==> src/verilog/pp_pkg.sv <==
package pp_pkg;

	// ####################################################################
	// widths and depths
	// ####################################################################

	localparam int PP_DATA_W = 128;
	localparam int PP_CHUNK_TYPE_W = 4;
	localparam int PP_CHUNK_LEN_W = 12;
	localparam int PP_TIME_W = 32;
	localparam int PP_HDR_REST_W = PP_DATA_W - PP_CHUNK_TYPE_W - PP_CHUNK_LEN_W - PP_TIME_W;

	localparam int PP_CREDIT_W = 11;
	localparam logic [PP_CREDIT_W-1:0] PP_BUF_CREDITS = PP_CREDIT_W'(1024);

	// 16 beats
	localparam int PP_LH_FIFO_DEPTH_W = 4;
	// 4 packets
	localparam int PP_LH_META_DEPTH_W = 2;
	// 4 admitted chunks
	localparam int PP_LEN_FIFO_DEPTH_W = 2;

	// ####################################################################
	// beat and meta types
	// ####################################################################

	// one per packet, taken on sop
	typedef struct packed {
		logic        discard;
		logic [3:0]  port;
		logic [15:0] buf_ptr;
	} pp_meta_t;

	typedef struct packed {
		logic                 sop;
		logic                 eop;
		logic [PP_DATA_W-1:0] data;
	} pp_beat_t;

	// first beat of a packet
	typedef struct packed {
		logic [PP_CHUNK_TYPE_W-1:0] chunk_type;
		logic [PP_CHUNK_LEN_W-1:0]  chunk_len;
		logic [PP_TIME_W-1:0]       creation_time;
		logic [PP_HDR_REST_W-1:0]   rest;
	} pp_hdr_t;

	// header on sop, raw data on every later beat
	typedef union packed {
		logic [PP_DATA_W-1:0] raw;
		pp_hdr_t              hdr;
	} pp_word_u;

	typedef struct packed {
		logic                      sop;
		logic                      eop;
		logic [PP_DATA_W-1:0]      data;
		logic [PP_CHUNK_LEN_W-1:0] len;
		pp_meta_t                  meta;
		logic [PP_TIME_W-1:0]      creation_time;
	} pp_out_t;

endpackage

==> src/verilog/pp_chunk_stage.sv <==
`timescale 1ns/1ps

module pp_chunk_stage (
	input  logic                              clk,
	input  logic                              rst_n,
	input  logic                              in_valid,
	input  pp_pkg::pp_beat_t                  in_beat,
	input  pp_pkg::pp_meta_t                  in_meta,
	input  logic [pp_pkg::PP_CREDIT_W-1:0]    credits,
	output logic                              admit,
	output logic [pp_pkg::PP_CHUNK_LEN_W-1:0] admit_len,
	output logic                              pp_valid,
	output pp_pkg::pp_out_t                   pp_out
);

	pp_pkg::pp_word_u word;

	logic [pp_pkg::PP_CHUNK_LEN_W-1:0] credits_ext;
	logic                              sop_beat;
	logic                              sop_ok;
	logic                              keep;

	// decision of the packet in flight
	logic keep_q;

	assign word = in_beat.data;

	assign credits_ext = {{(pp_pkg::PP_CHUNK_LEN_W - pp_pkg::PP_CREDIT_W){1'b0}}, credits};

	// ####################################################################
	// admit or discard on the first beat
	// ####################################################################

	assign sop_beat = in_valid && in_beat.sop;

	// chunk must fit in what the buffer has left right now
	assign sop_ok = !in_meta.discard && (word.hdr.chunk_len <= credits_ext);

	assign admit = sop_beat && sop_ok;
	assign admit_len = word.hdr.chunk_len;

	// sop decides, later beats follow it
	assign keep = in_beat.sop ? sop_ok : keep_q;

	always_ff @(posedge clk) begin
		if (!rst_n) begin
			keep_q <= 1'b0;
			pp_valid <= 1'b0;
		end else begin
			pp_valid <= in_valid && keep;
			if (sop_beat)
				keep_q <= sop_ok;
		end
	end

	// ####################################################################
	// output beat
	// ####################################################################

	always_ff @(posedge clk) begin
		if (in_valid) begin
			pp_out.sop <= in_beat.sop;
			pp_out.eop <= in_beat.eop;
			pp_out.data <= word.raw;
		end
		// header fields stay for the rest of the packet
		if (sop_beat) begin
			pp_out.len <= word.hdr.chunk_len;
			pp_out.creation_time <= word.hdr.creation_time;
			pp_out.meta <= in_meta;
		end
	end

endmodule

==> src/verilog/pp_credit_counter.sv <==
`timescale 1ns/1ps

module pp_credit_counter (
	input  logic                              clk,
	input  logic                              rst_n,
	input  logic                              admit,
	input  logic [pp_pkg::PP_CHUNK_LEN_W-1:0] admit_len,
	input  logic                              pu_done,
	input  logic                              pu_buf_rd,
	output logic [pp_pkg::PP_CREDIT_W-1:0]    credits
);

	// lengths of admitted chunks, oldest first
	logic [pp_pkg::PP_CHUNK_LEN_W-1:0] len_mem [0:(1 << pp_pkg::PP_LEN_FIFO_DEPTH_W)-1];

	logic [pp_pkg::PP_LEN_FIFO_DEPTH_W:0] len_wr_ptr;
	logic [pp_pkg::PP_LEN_FIFO_DEPTH_W:0] len_rd_ptr;
	logic                                 len_empty;
	logic                                 len_pop;
	logic [pp_pkg::PP_CHUNK_LEN_W-1:0]    ret_len;

	// one bit of headroom over the chunk length
	logic [pp_pkg::PP_CHUNK_LEN_W:0] credits_ext;
	logic [pp_pkg::PP_CHUNK_LEN_W:0] next_credits;

	assign len_empty = (len_wr_ptr == len_rd_ptr);
	assign len_pop = pu_done && !len_empty;
	assign ret_len = len_pop ? len_mem[len_rd_ptr[pp_pkg::PP_LEN_FIFO_DEPTH_W-1:0]] : '0;

	assign credits_ext = {{(pp_pkg::PP_CHUNK_LEN_W + 1 - pp_pkg::PP_CREDIT_W){1'b0}}, credits};

	// take, return and read strobe all land in one update
	always_comb begin
		next_credits = credits_ext + {1'b0, ret_len} +
			{{pp_pkg::PP_CHUNK_LEN_W{1'b0}}, pu_buf_rd};
		if (admit)
			next_credits = next_credits - {1'b0, admit_len};
	end

	always_ff @(posedge clk) begin
		if (admit)
			len_mem[len_wr_ptr[pp_pkg::PP_LEN_FIFO_DEPTH_W-1:0]] <= admit_len;
	end

	always_ff @(posedge clk) begin
		if (!rst_n) begin
			credits <= pp_pkg::PP_BUF_CREDITS;
			len_wr_ptr <= '0;
			len_rd_ptr <= '0;
		end else begin
			credits <= next_credits[pp_pkg::PP_CREDIT_W-1:0];
			if (admit)
				len_wr_ptr <= len_wr_ptr + 1'b1;
			if (len_pop)
				len_rd_ptr <= len_rd_ptr + 1'b1;
		end
	end

endmodule

==> src/verilog/pp_front_end.sv <==
`timescale 1ns/1ps

module pp_front_end (
	input  logic              clk,
	input  logic              rst_n,
	input  logic              lh_valid,
	input  pp_pkg::pp_beat_t  lh_beat,
	input  pp_pkg::pp_meta_t  lh_meta,
	input  logic              ecdsa_valid,
	input  pp_pkg::pp_beat_t  ecdsa_beat,
	input  pp_pkg::pp_meta_t  ecdsa_meta,
	input  logic              pu_done,
	input  logic              pu_buf_rd,
	output logic              ecdsa_ready,
	output logic              pp_valid,
	output pp_pkg::pp_out_t   pp_out
);

	// LH FIFO head
	logic             lh_head_valid;
	pp_pkg::pp_beat_t lh_head;
	logic             lh_pkt_avail;
	pp_pkg::pp_meta_t lh_head_meta;
	logic             lh_rd;

	// selected beat
	logic             in_valid;
	pp_pkg::pp_beat_t in_beat;
	pp_pkg::pp_meta_t in_meta;

	// credit loop
	logic                              admit;
	logic [pp_pkg::PP_CHUNK_LEN_W-1:0] admit_len;
	logic [pp_pkg::PP_CREDIT_W-1:0]    credits;

	pp_lh_fifo u_lh_fifo (
		.clk           (clk),
		.rst_n         (rst_n),
		.lh_valid      (lh_valid),
		.lh_beat       (lh_beat),
		.lh_meta       (lh_meta),
		.lh_rd         (lh_rd),
		.lh_head_valid (lh_head_valid),
		.lh_head       (lh_head),
		.lh_pkt_avail  (lh_pkt_avail),
		.lh_head_meta  (lh_head_meta)
	);

	pp_src_arbiter u_src_arbiter (
		.clk           (clk),
		.rst_n         (rst_n),
		.lh_head_valid (lh_head_valid),
		.lh_head       (lh_head),
		.lh_pkt_avail  (lh_pkt_avail),
		.lh_head_meta  (lh_head_meta),
		.ecdsa_valid   (ecdsa_valid),
		.ecdsa_beat    (ecdsa_beat),
		.ecdsa_meta    (ecdsa_meta),
		.ecdsa_ready   (ecdsa_ready),
		.lh_rd         (lh_rd),
		.in_valid      (in_valid),
		.in_beat       (in_beat),
		.in_meta       (in_meta)
	);

	pp_chunk_stage u_chunk_stage (
		.clk       (clk),
		.rst_n     (rst_n),
		.in_valid  (in_valid),
		.in_beat   (in_beat),
		.in_meta   (in_meta),
		.credits   (credits),
		.admit     (admit),
		.admit_len (admit_len),
		.pp_valid  (pp_valid),
		.pp_out    (pp_out)
	);

	pp_credit_counter u_credit_counter (
		.clk       (clk),
		.rst_n     (rst_n),
		.admit     (admit),
		.admit_len (admit_len),
		.pu_done   (pu_done),
		.pu_buf_rd (pu_buf_rd),
		.credits   (credits)
	);

endmodule

==> src/verilog/pp_lh_fifo.sv <==
`timescale 1ns/1ps

module pp_lh_fifo (
	input  logic              clk,
	input  logic              rst_n,
	input  logic              lh_valid,
	input  pp_pkg::pp_beat_t  lh_beat,
	input  pp_pkg::pp_meta_t  lh_meta,
	input  logic              lh_rd,
	output logic              lh_head_valid,
	output pp_pkg::pp_beat_t  lh_head,
	output logic              lh_pkt_avail,
	output pp_pkg::pp_meta_t  lh_head_meta
);

	pp_pkg::pp_beat_t beat_mem [0:(1 << pp_pkg::PP_LH_FIFO_DEPTH_W)-1];
	pp_pkg::pp_meta_t meta_mem [0:(1 << pp_pkg::PP_LH_META_DEPTH_W)-1];

	logic [pp_pkg::PP_LH_FIFO_DEPTH_W:0] beat_wr_ptr;
	logic [pp_pkg::PP_LH_FIFO_DEPTH_W:0] beat_rd_ptr;
	logic [pp_pkg::PP_LH_META_DEPTH_W:0] meta_wr_ptr;
	logic [pp_pkg::PP_LH_META_DEPTH_W:0] meta_rd_ptr;

	logic beat_full;
	logic meta_full;
	logic beat_wr;
	logic beat_rd;
	logic meta_wr;
	logic meta_rd;

	assign beat_full = (beat_wr_ptr[pp_pkg::PP_LH_FIFO_DEPTH_W] !=
		beat_rd_ptr[pp_pkg::PP_LH_FIFO_DEPTH_W]) &&
		(beat_wr_ptr[pp_pkg::PP_LH_FIFO_DEPTH_W-1:0] ==
		beat_rd_ptr[pp_pkg::PP_LH_FIFO_DEPTH_W-1:0]);
	assign meta_full = (meta_wr_ptr[pp_pkg::PP_LH_META_DEPTH_W] !=
		meta_rd_ptr[pp_pkg::PP_LH_META_DEPTH_W]) &&
		(meta_wr_ptr[pp_pkg::PP_LH_META_DEPTH_W-1:0] ==
		meta_rd_ptr[pp_pkg::PP_LH_META_DEPTH_W-1:0]);

	assign lh_head_valid = (beat_wr_ptr != beat_rd_ptr);
	assign lh_pkt_avail = (meta_wr_ptr != meta_rd_ptr);
	assign lh_head = beat_mem[beat_rd_ptr[pp_pkg::PP_LH_FIFO_DEPTH_W-1:0]];
	assign lh_head_meta = meta_mem[meta_rd_ptr[pp_pkg::PP_LH_META_DEPTH_W-1:0]];

	// beats past the 16th outstanding one are dropped
	assign beat_wr = lh_valid && !beat_full;
	assign beat_rd = lh_rd && lh_head_valid;
	// one meta entry per packet, released when its eop leaves
	assign meta_wr = beat_wr && lh_beat.sop && !meta_full;
	assign meta_rd = beat_rd && lh_head.eop && lh_pkt_avail;

	always_ff @(posedge clk) begin
		if (beat_wr)
			beat_mem[beat_wr_ptr[pp_pkg::PP_LH_FIFO_DEPTH_W-1:0]] <= lh_beat;
		if (meta_wr)
			meta_mem[meta_wr_ptr[pp_pkg::PP_LH_META_DEPTH_W-1:0]] <= lh_meta;
	end

	always_ff @(posedge clk) begin
		if (!rst_n) begin
			beat_wr_ptr <= '0;
			beat_rd_ptr <= '0;
			meta_wr_ptr <= '0;
			meta_rd_ptr <= '0;
		end else begin
			if (beat_wr)
				beat_wr_ptr <= beat_wr_ptr + 1'b1;
			if (beat_rd)
				beat_rd_ptr <= beat_rd_ptr + 1'b1;
			if (meta_wr)
				meta_wr_ptr <= meta_wr_ptr + 1'b1;
			if (meta_rd)
				meta_rd_ptr <= meta_rd_ptr + 1'b1;
		end
	end

endmodule

==> src/verilog/pp_src_arbiter.sv <==
`timescale 1ns/1ps

module pp_src_arbiter (
	input  logic              clk,
	input  logic              rst_n,
	input  logic              lh_head_valid,
	input  pp_pkg::pp_beat_t  lh_head,
	input  logic              lh_pkt_avail,
	input  pp_pkg::pp_meta_t  lh_head_meta,
	input  logic              ecdsa_valid,
	input  pp_pkg::pp_beat_t  ecdsa_beat,
	input  pp_pkg::pp_meta_t  ecdsa_meta,
	output logic              ecdsa_ready,
	output logic              lh_rd,
	output logic              in_valid,
	output pp_pkg::pp_beat_t  in_beat,
	output pp_pkg::pp_meta_t  in_meta
);

	// FSM state, 1 is LH and 0 is ECDSA
	logic sel_lh;

	logic lh_eop_rd;
	logic ecdsa_acc;
	logic ecdsa_eop_acc;
	logic to_ecdsa;
	logic to_lh;

	assign ecdsa_ready = !sel_lh;
	assign lh_rd = sel_lh && lh_head_valid;

	assign lh_eop_rd = lh_rd && lh_head.eop;
	assign ecdsa_acc = ecdsa_valid && ecdsa_ready;
	assign ecdsa_eop_acc = ecdsa_acc && ecdsa_beat.eop;

	// ####################################################################
	// switch only between packets
	// ####################################################################

	// LH packet stays pending until its eop is read
	assign to_ecdsa = ecdsa_valid && (!lh_pkt_avail || lh_eop_rd);
	// ECDSA packets arrive without gaps so valid low means idle
	assign to_lh = lh_pkt_avail && (!ecdsa_valid || ecdsa_eop_acc);

	always_ff @(posedge clk) begin
		if (!rst_n) begin
			sel_lh <= 1'b1;
		end else if (sel_lh && to_ecdsa) begin
			sel_lh <= 1'b0;
		end else if (!sel_lh && to_lh) begin
			sel_lh <= 1'b1;
		end
	end

	// selected beat goes straight through
	always_comb begin
		if (sel_lh) begin
			in_valid = lh_head_valid;
			in_beat = lh_head;
			in_meta = lh_head_meta;
		end else begin
			in_valid = ecdsa_acc;
			in_beat = ecdsa_beat;
			in_meta = ecdsa_meta;
		end
	end

endmodule
==> config.mk <==
export PLATFORM = sky130hd
export DESIGN_NAME = pp_front_end
export DESIGN_NICKNAME = d
export VERILOG_FILES = /design/src/verilog/pp_pkg.sv /design/src/verilog/pp_chunk_stage.sv /design/src/verilog/pp_credit_counter.sv /design/src/verilog/pp_front_end.sv /design/src/verilog/pp_lh_fifo.sv /design/src/verilog/pp_src_arbiter.sv
export SDC_FILE = /design/constraint.sdc
export NUM_CORES = 2
export LEC_CHECK = 0
export BUFFER_PORTS_ARGS = -buffer_cell sky130_fd_sc_hd__buf_2
export CAP_MARGIN = 10
export CELL_PAD_IN_SITES_DETAIL_PLACEMENT = 0
export CELL_PAD_IN_SITES_GLOBAL_PLACEMENT = 1
export CORE_MARGIN = 3
export CORE_UTILIZATION = 31
export DETAILED_ROUTE_END_ITERATION = 16
export PLACE_DENSITY_LB_ADDON = 0.08
export SLEW_MARGIN = 20
export SYNTH_ARGS = -nofsm -noshare
export SYNTH_HDL_FRONTEND = slang
export SYNTH_SLANG_ARGS = --single-unit
export TNS_END_PERCENT = 10
==> constraint.sdc <==
create_clock -name clk -period 14.55 [get_ports clk]
set_clock_uncertainty 0.1 [all_clocks]
set_input_delay 1.455 -clock clk [delete_from_list [all_inputs] [get_ports clk]]
set_output_delay 1.455 -clock clk [all_outputs]
set_load 0.03 [all_outputs]
==> results.md <==
* Cell Pwr Density at 175 nW/µm²
* CTS resizes at 0
* Setup TNS at 0 ps
* Die Ht at 556 µm
* Setup crit end kind: register
* CTS tree: done
* Hold crit path type: register to register
* Seq pwr share at 43.4%
* Req. time, crit path at 14940 ps
* Largest net degree at the start of global routing at 124
* Asr flop ratio synth at 0%
* GP Congestion at 0.696
* Post-synth cell types at 61
* Initial antenna violation count at 82
* Clock sink total at 2447
* Setup bufs post-CTS at 0
* IO Port Bufs at 504
* TritonCTS Buffers at 286
* Ys Warns at 0
* Drt first pass iters at 5
* Hold Buf Count CTS at 0
* Row cnt at 201
* Flops & latches, synth at 2447
* Hold WS at 387 ps
* Area taken by multi-input logic gates at 19500 µm²
* Total die area at 309000 µm²
* Initial DRC Count at 3326
* Post-synthesis area per instance at 24.5 µm²
* Pleak at 34.5 nW
* First-pass GRT wire length at 353000 µm
* Main flop type after synthesis: edfxtp_1
* Highest net fanout along the worst path at 102
* Cell family with most CP delay: buffers and inverters
* Max-slew violations at 0
* DR vias/cell at 4.89
* Total grt overflow at 0
* Final #Nets at 4903
* Detailed-route wire length at ~250000 µm
* Core Region at 300000 µm²
* Normalized max-slew margin at 30.9%
* Clock period minus worst slack at about 6200 ps
* RSZ-0062 raised after global routing: false
* Max stage delay on crit path at 760 ps
* CP max-delay cell: buf_4
* H-tree depth at 5
* Design area at around 110000 µm²
* Yosys top cell by area: edfxtp_1
* Final setup violating endpoints at 0
* Clk_lat worst skew at 860 ps
* Vias at 42.8k
* Fraction of layout cells with a size suffix above 1 at 39.1%
* Post-Syn Nets at 4185
* VDD IR max at 0.000132 V
* Register area share after synthesis at 78.0%
* Max Freq at 0.161 GHz
* Synth top area cells: edfxtp_1 77%, mux4_2 16%, mux2_2 1.7%
* Area of the mapped netlist at 93700 µm²
* Fill cell count at 27.5k
* Final std cells w/o fill at between 8k and 9k
* GRT Util Overall at 15.9%
* Post-synthesis instance total at around 3.8k
* Crit Path Category: register to register
* P_int at 14.0 mW
* Worst-Margin Slew at 1040 ps
* Max-cap viol count at 0
* Worst Path Arrival at approximately 6600 ps
* Top cell type's share of synthesized area at 77.0%
* Number of I/O pins at 505
* Most instantiated cells after synthesis: 2403 x edfxtp_1, 671 x mux4_2, 138 x mux2_2
* Area grow syn2layout at 17.6%
* Most common cell in the synthesized netlist: edfxtp_1
* Root buf cell: clkbuf_16
* DP Area at 101000 µm²
* Status: completed
* Vias in the first global route at around 46k
* Post-synth EDFFs at 2403
* CP Cell Sequence: buf_4, buf_12, mux4_2, mux4_2, mux2i_2, inv_2, ha_1, a22o_1, nor4_1, nand4_1, a21oi_1, nor4bb_4, and2_1
* Final Hold Viols at 0
* Die Wd at 556 µm
* Critical path launch point type: register
* WP buf/inv at 3
* Drt wl/cell at 28.4 µm
* Clk network pwr share at 36.3%
* Initial Util at between 30% and 40%
* Sequential cell area at 73100 µm²
* Drc violations at 0
* Detail Placement HPWL at 132000 µm
* Net Sw Frac at between 20 and 30%
* Post-route ant nets at 0
* Most used cell, CP: mux4_2
* Placed Cells incl. Taps at 8217
* Worst-path clk slew at 50 ps
* Clock buffer depth at 4
* Psw at about 5.2 mW
* Logic pwr share at between 20 and 25%
* Period utilisation layout at 42.7%
## kinds of logic after synthesis
kind of cell	Yosys count	synth area share, %
fa+ha+maj	48	0.665
mux	848	18.2
compound gates	77	0.576
flops	2447	78.0
simple gates	148	0.795
buf+inv	220	1.36
xor+xnor	41	0.383
## power groups by stage
stage	logic, mW	registers, mW	clock network (mW)
final	3.92	8.34	6.97
after global routing	4.25	8.38	7.51
after CTS	4.06	8.35	7.23
after detailed placement	4.06	8.49	0
after global placement	4.05	8.49	0
after floorplan	2.48	8.96	0
## routing by layer
| layer | vias up | share of wire (%) | global-route usage (%) |
|---|---|---|---|
| met2 | 1039 | 47 | 25.3 |
| met5 | - | 0.11 | 0 |
| li1 | 17894 | - | - |
| met3 | 433 | 5.0 | 2.91 |
| met1 | 23379 | 45 | 22.6 |
| met4 | 40 | 2.3 | 3.95 |
## registers in the layout (all words and copies together), names as in the netlist, 5 cells and up, named ones only
name,cells
u_credit_counter.len_mem,44
u_credit_counter.credits,11
u_lh_fifo.meta_mem,84
u_lh_fifo.beat_mem,2080
u_lh_fifo.beat_wr_ptr,5
u_lh_fifo.beat_rd_ptr,5
u_chunk_stage.pp_out,195
## worst paths after layout
| check | slack, ps | from | to | cells after the start |
|---|---|---|---|---|
| worst max-delay path | 8330 | register | u_credit_counter.len_mem[3][1] | 13 |
| worst min-delay path | 390 | u_credit_counter.len_wr_ptr[2] | u_credit_counter.len_wr_ptr[2] | 2 |
| worst max register to register | 8330 | register | u_credit_counter.len_mem[3][1] | 13 |
| worst min register to register | 390 | u_credit_counter.len_wr_ptr[2] | u_credit_counter.len_wr_ptr[2] | 2 |
## tightest hold or removal path: cells and delay by family, from the launching register on
family           cells  cell delay (ps)
AO/OA/AOI/OAI        1               50
flip-flops           1              330
AND/OR/NAND/NOR      1               60
## per-stage QoR
stage	utilization [%]	power [mW]	setup slack, ps
after CTS	36.7	19.6	8080
after detailed placement	33.7	12.6	8140
after global placement	33.7	12.5	8080
final	36.7	19.2	8330
after floorplan	-	11.4	2900
after global routing	36.7	20.1	7740
## layout make-up
type | instances | area share (%)
Antenna cell | 19 | 0.0432
Clock buffer | 352 | 6.84
Multi-Input combinational cell | 1162 | 17.7
Sequential cell | 2447 | 66.3
Tap cell | 3958 | 4.49
Timing Repair Buffer | 610 | 3.07
Inverter | 40 | 0.136
Clock inverter | 156 | 1.41
## layout by cell type (no fill, tap or decap), types with 12 or more instances in the layout
| master | n |
|---|---|
| clkinv_1 | 59 |
| nor2_1 | 46 |
| mux2_2 | 138 |
| nor2_4 | 12 |
| clkinv_2 | 43 |
| bufinv_16 | 23 |
| inv_1 | 29 |
| edfxtp_1 | 2403 |
| buf_2 | 504 |
| nor2b_1 | 18 |
| nand2_1 | 20 |
| a21oi_1 | 16 |
| clkbuf_16 | 292 |
| buf_4 | 101 |
| diode_2 | 19 |
| xnor2_1 | 27 |
| clkbuf_1 | 60 |
| mux4_2 | 671 |
| ha_1 | 45 |
| mux2i_1 | 29 |
| dfxtp_1 | 39 |
| xor2_1 | 14 |
Note: power is estimated with default switching activity, not from simulation.
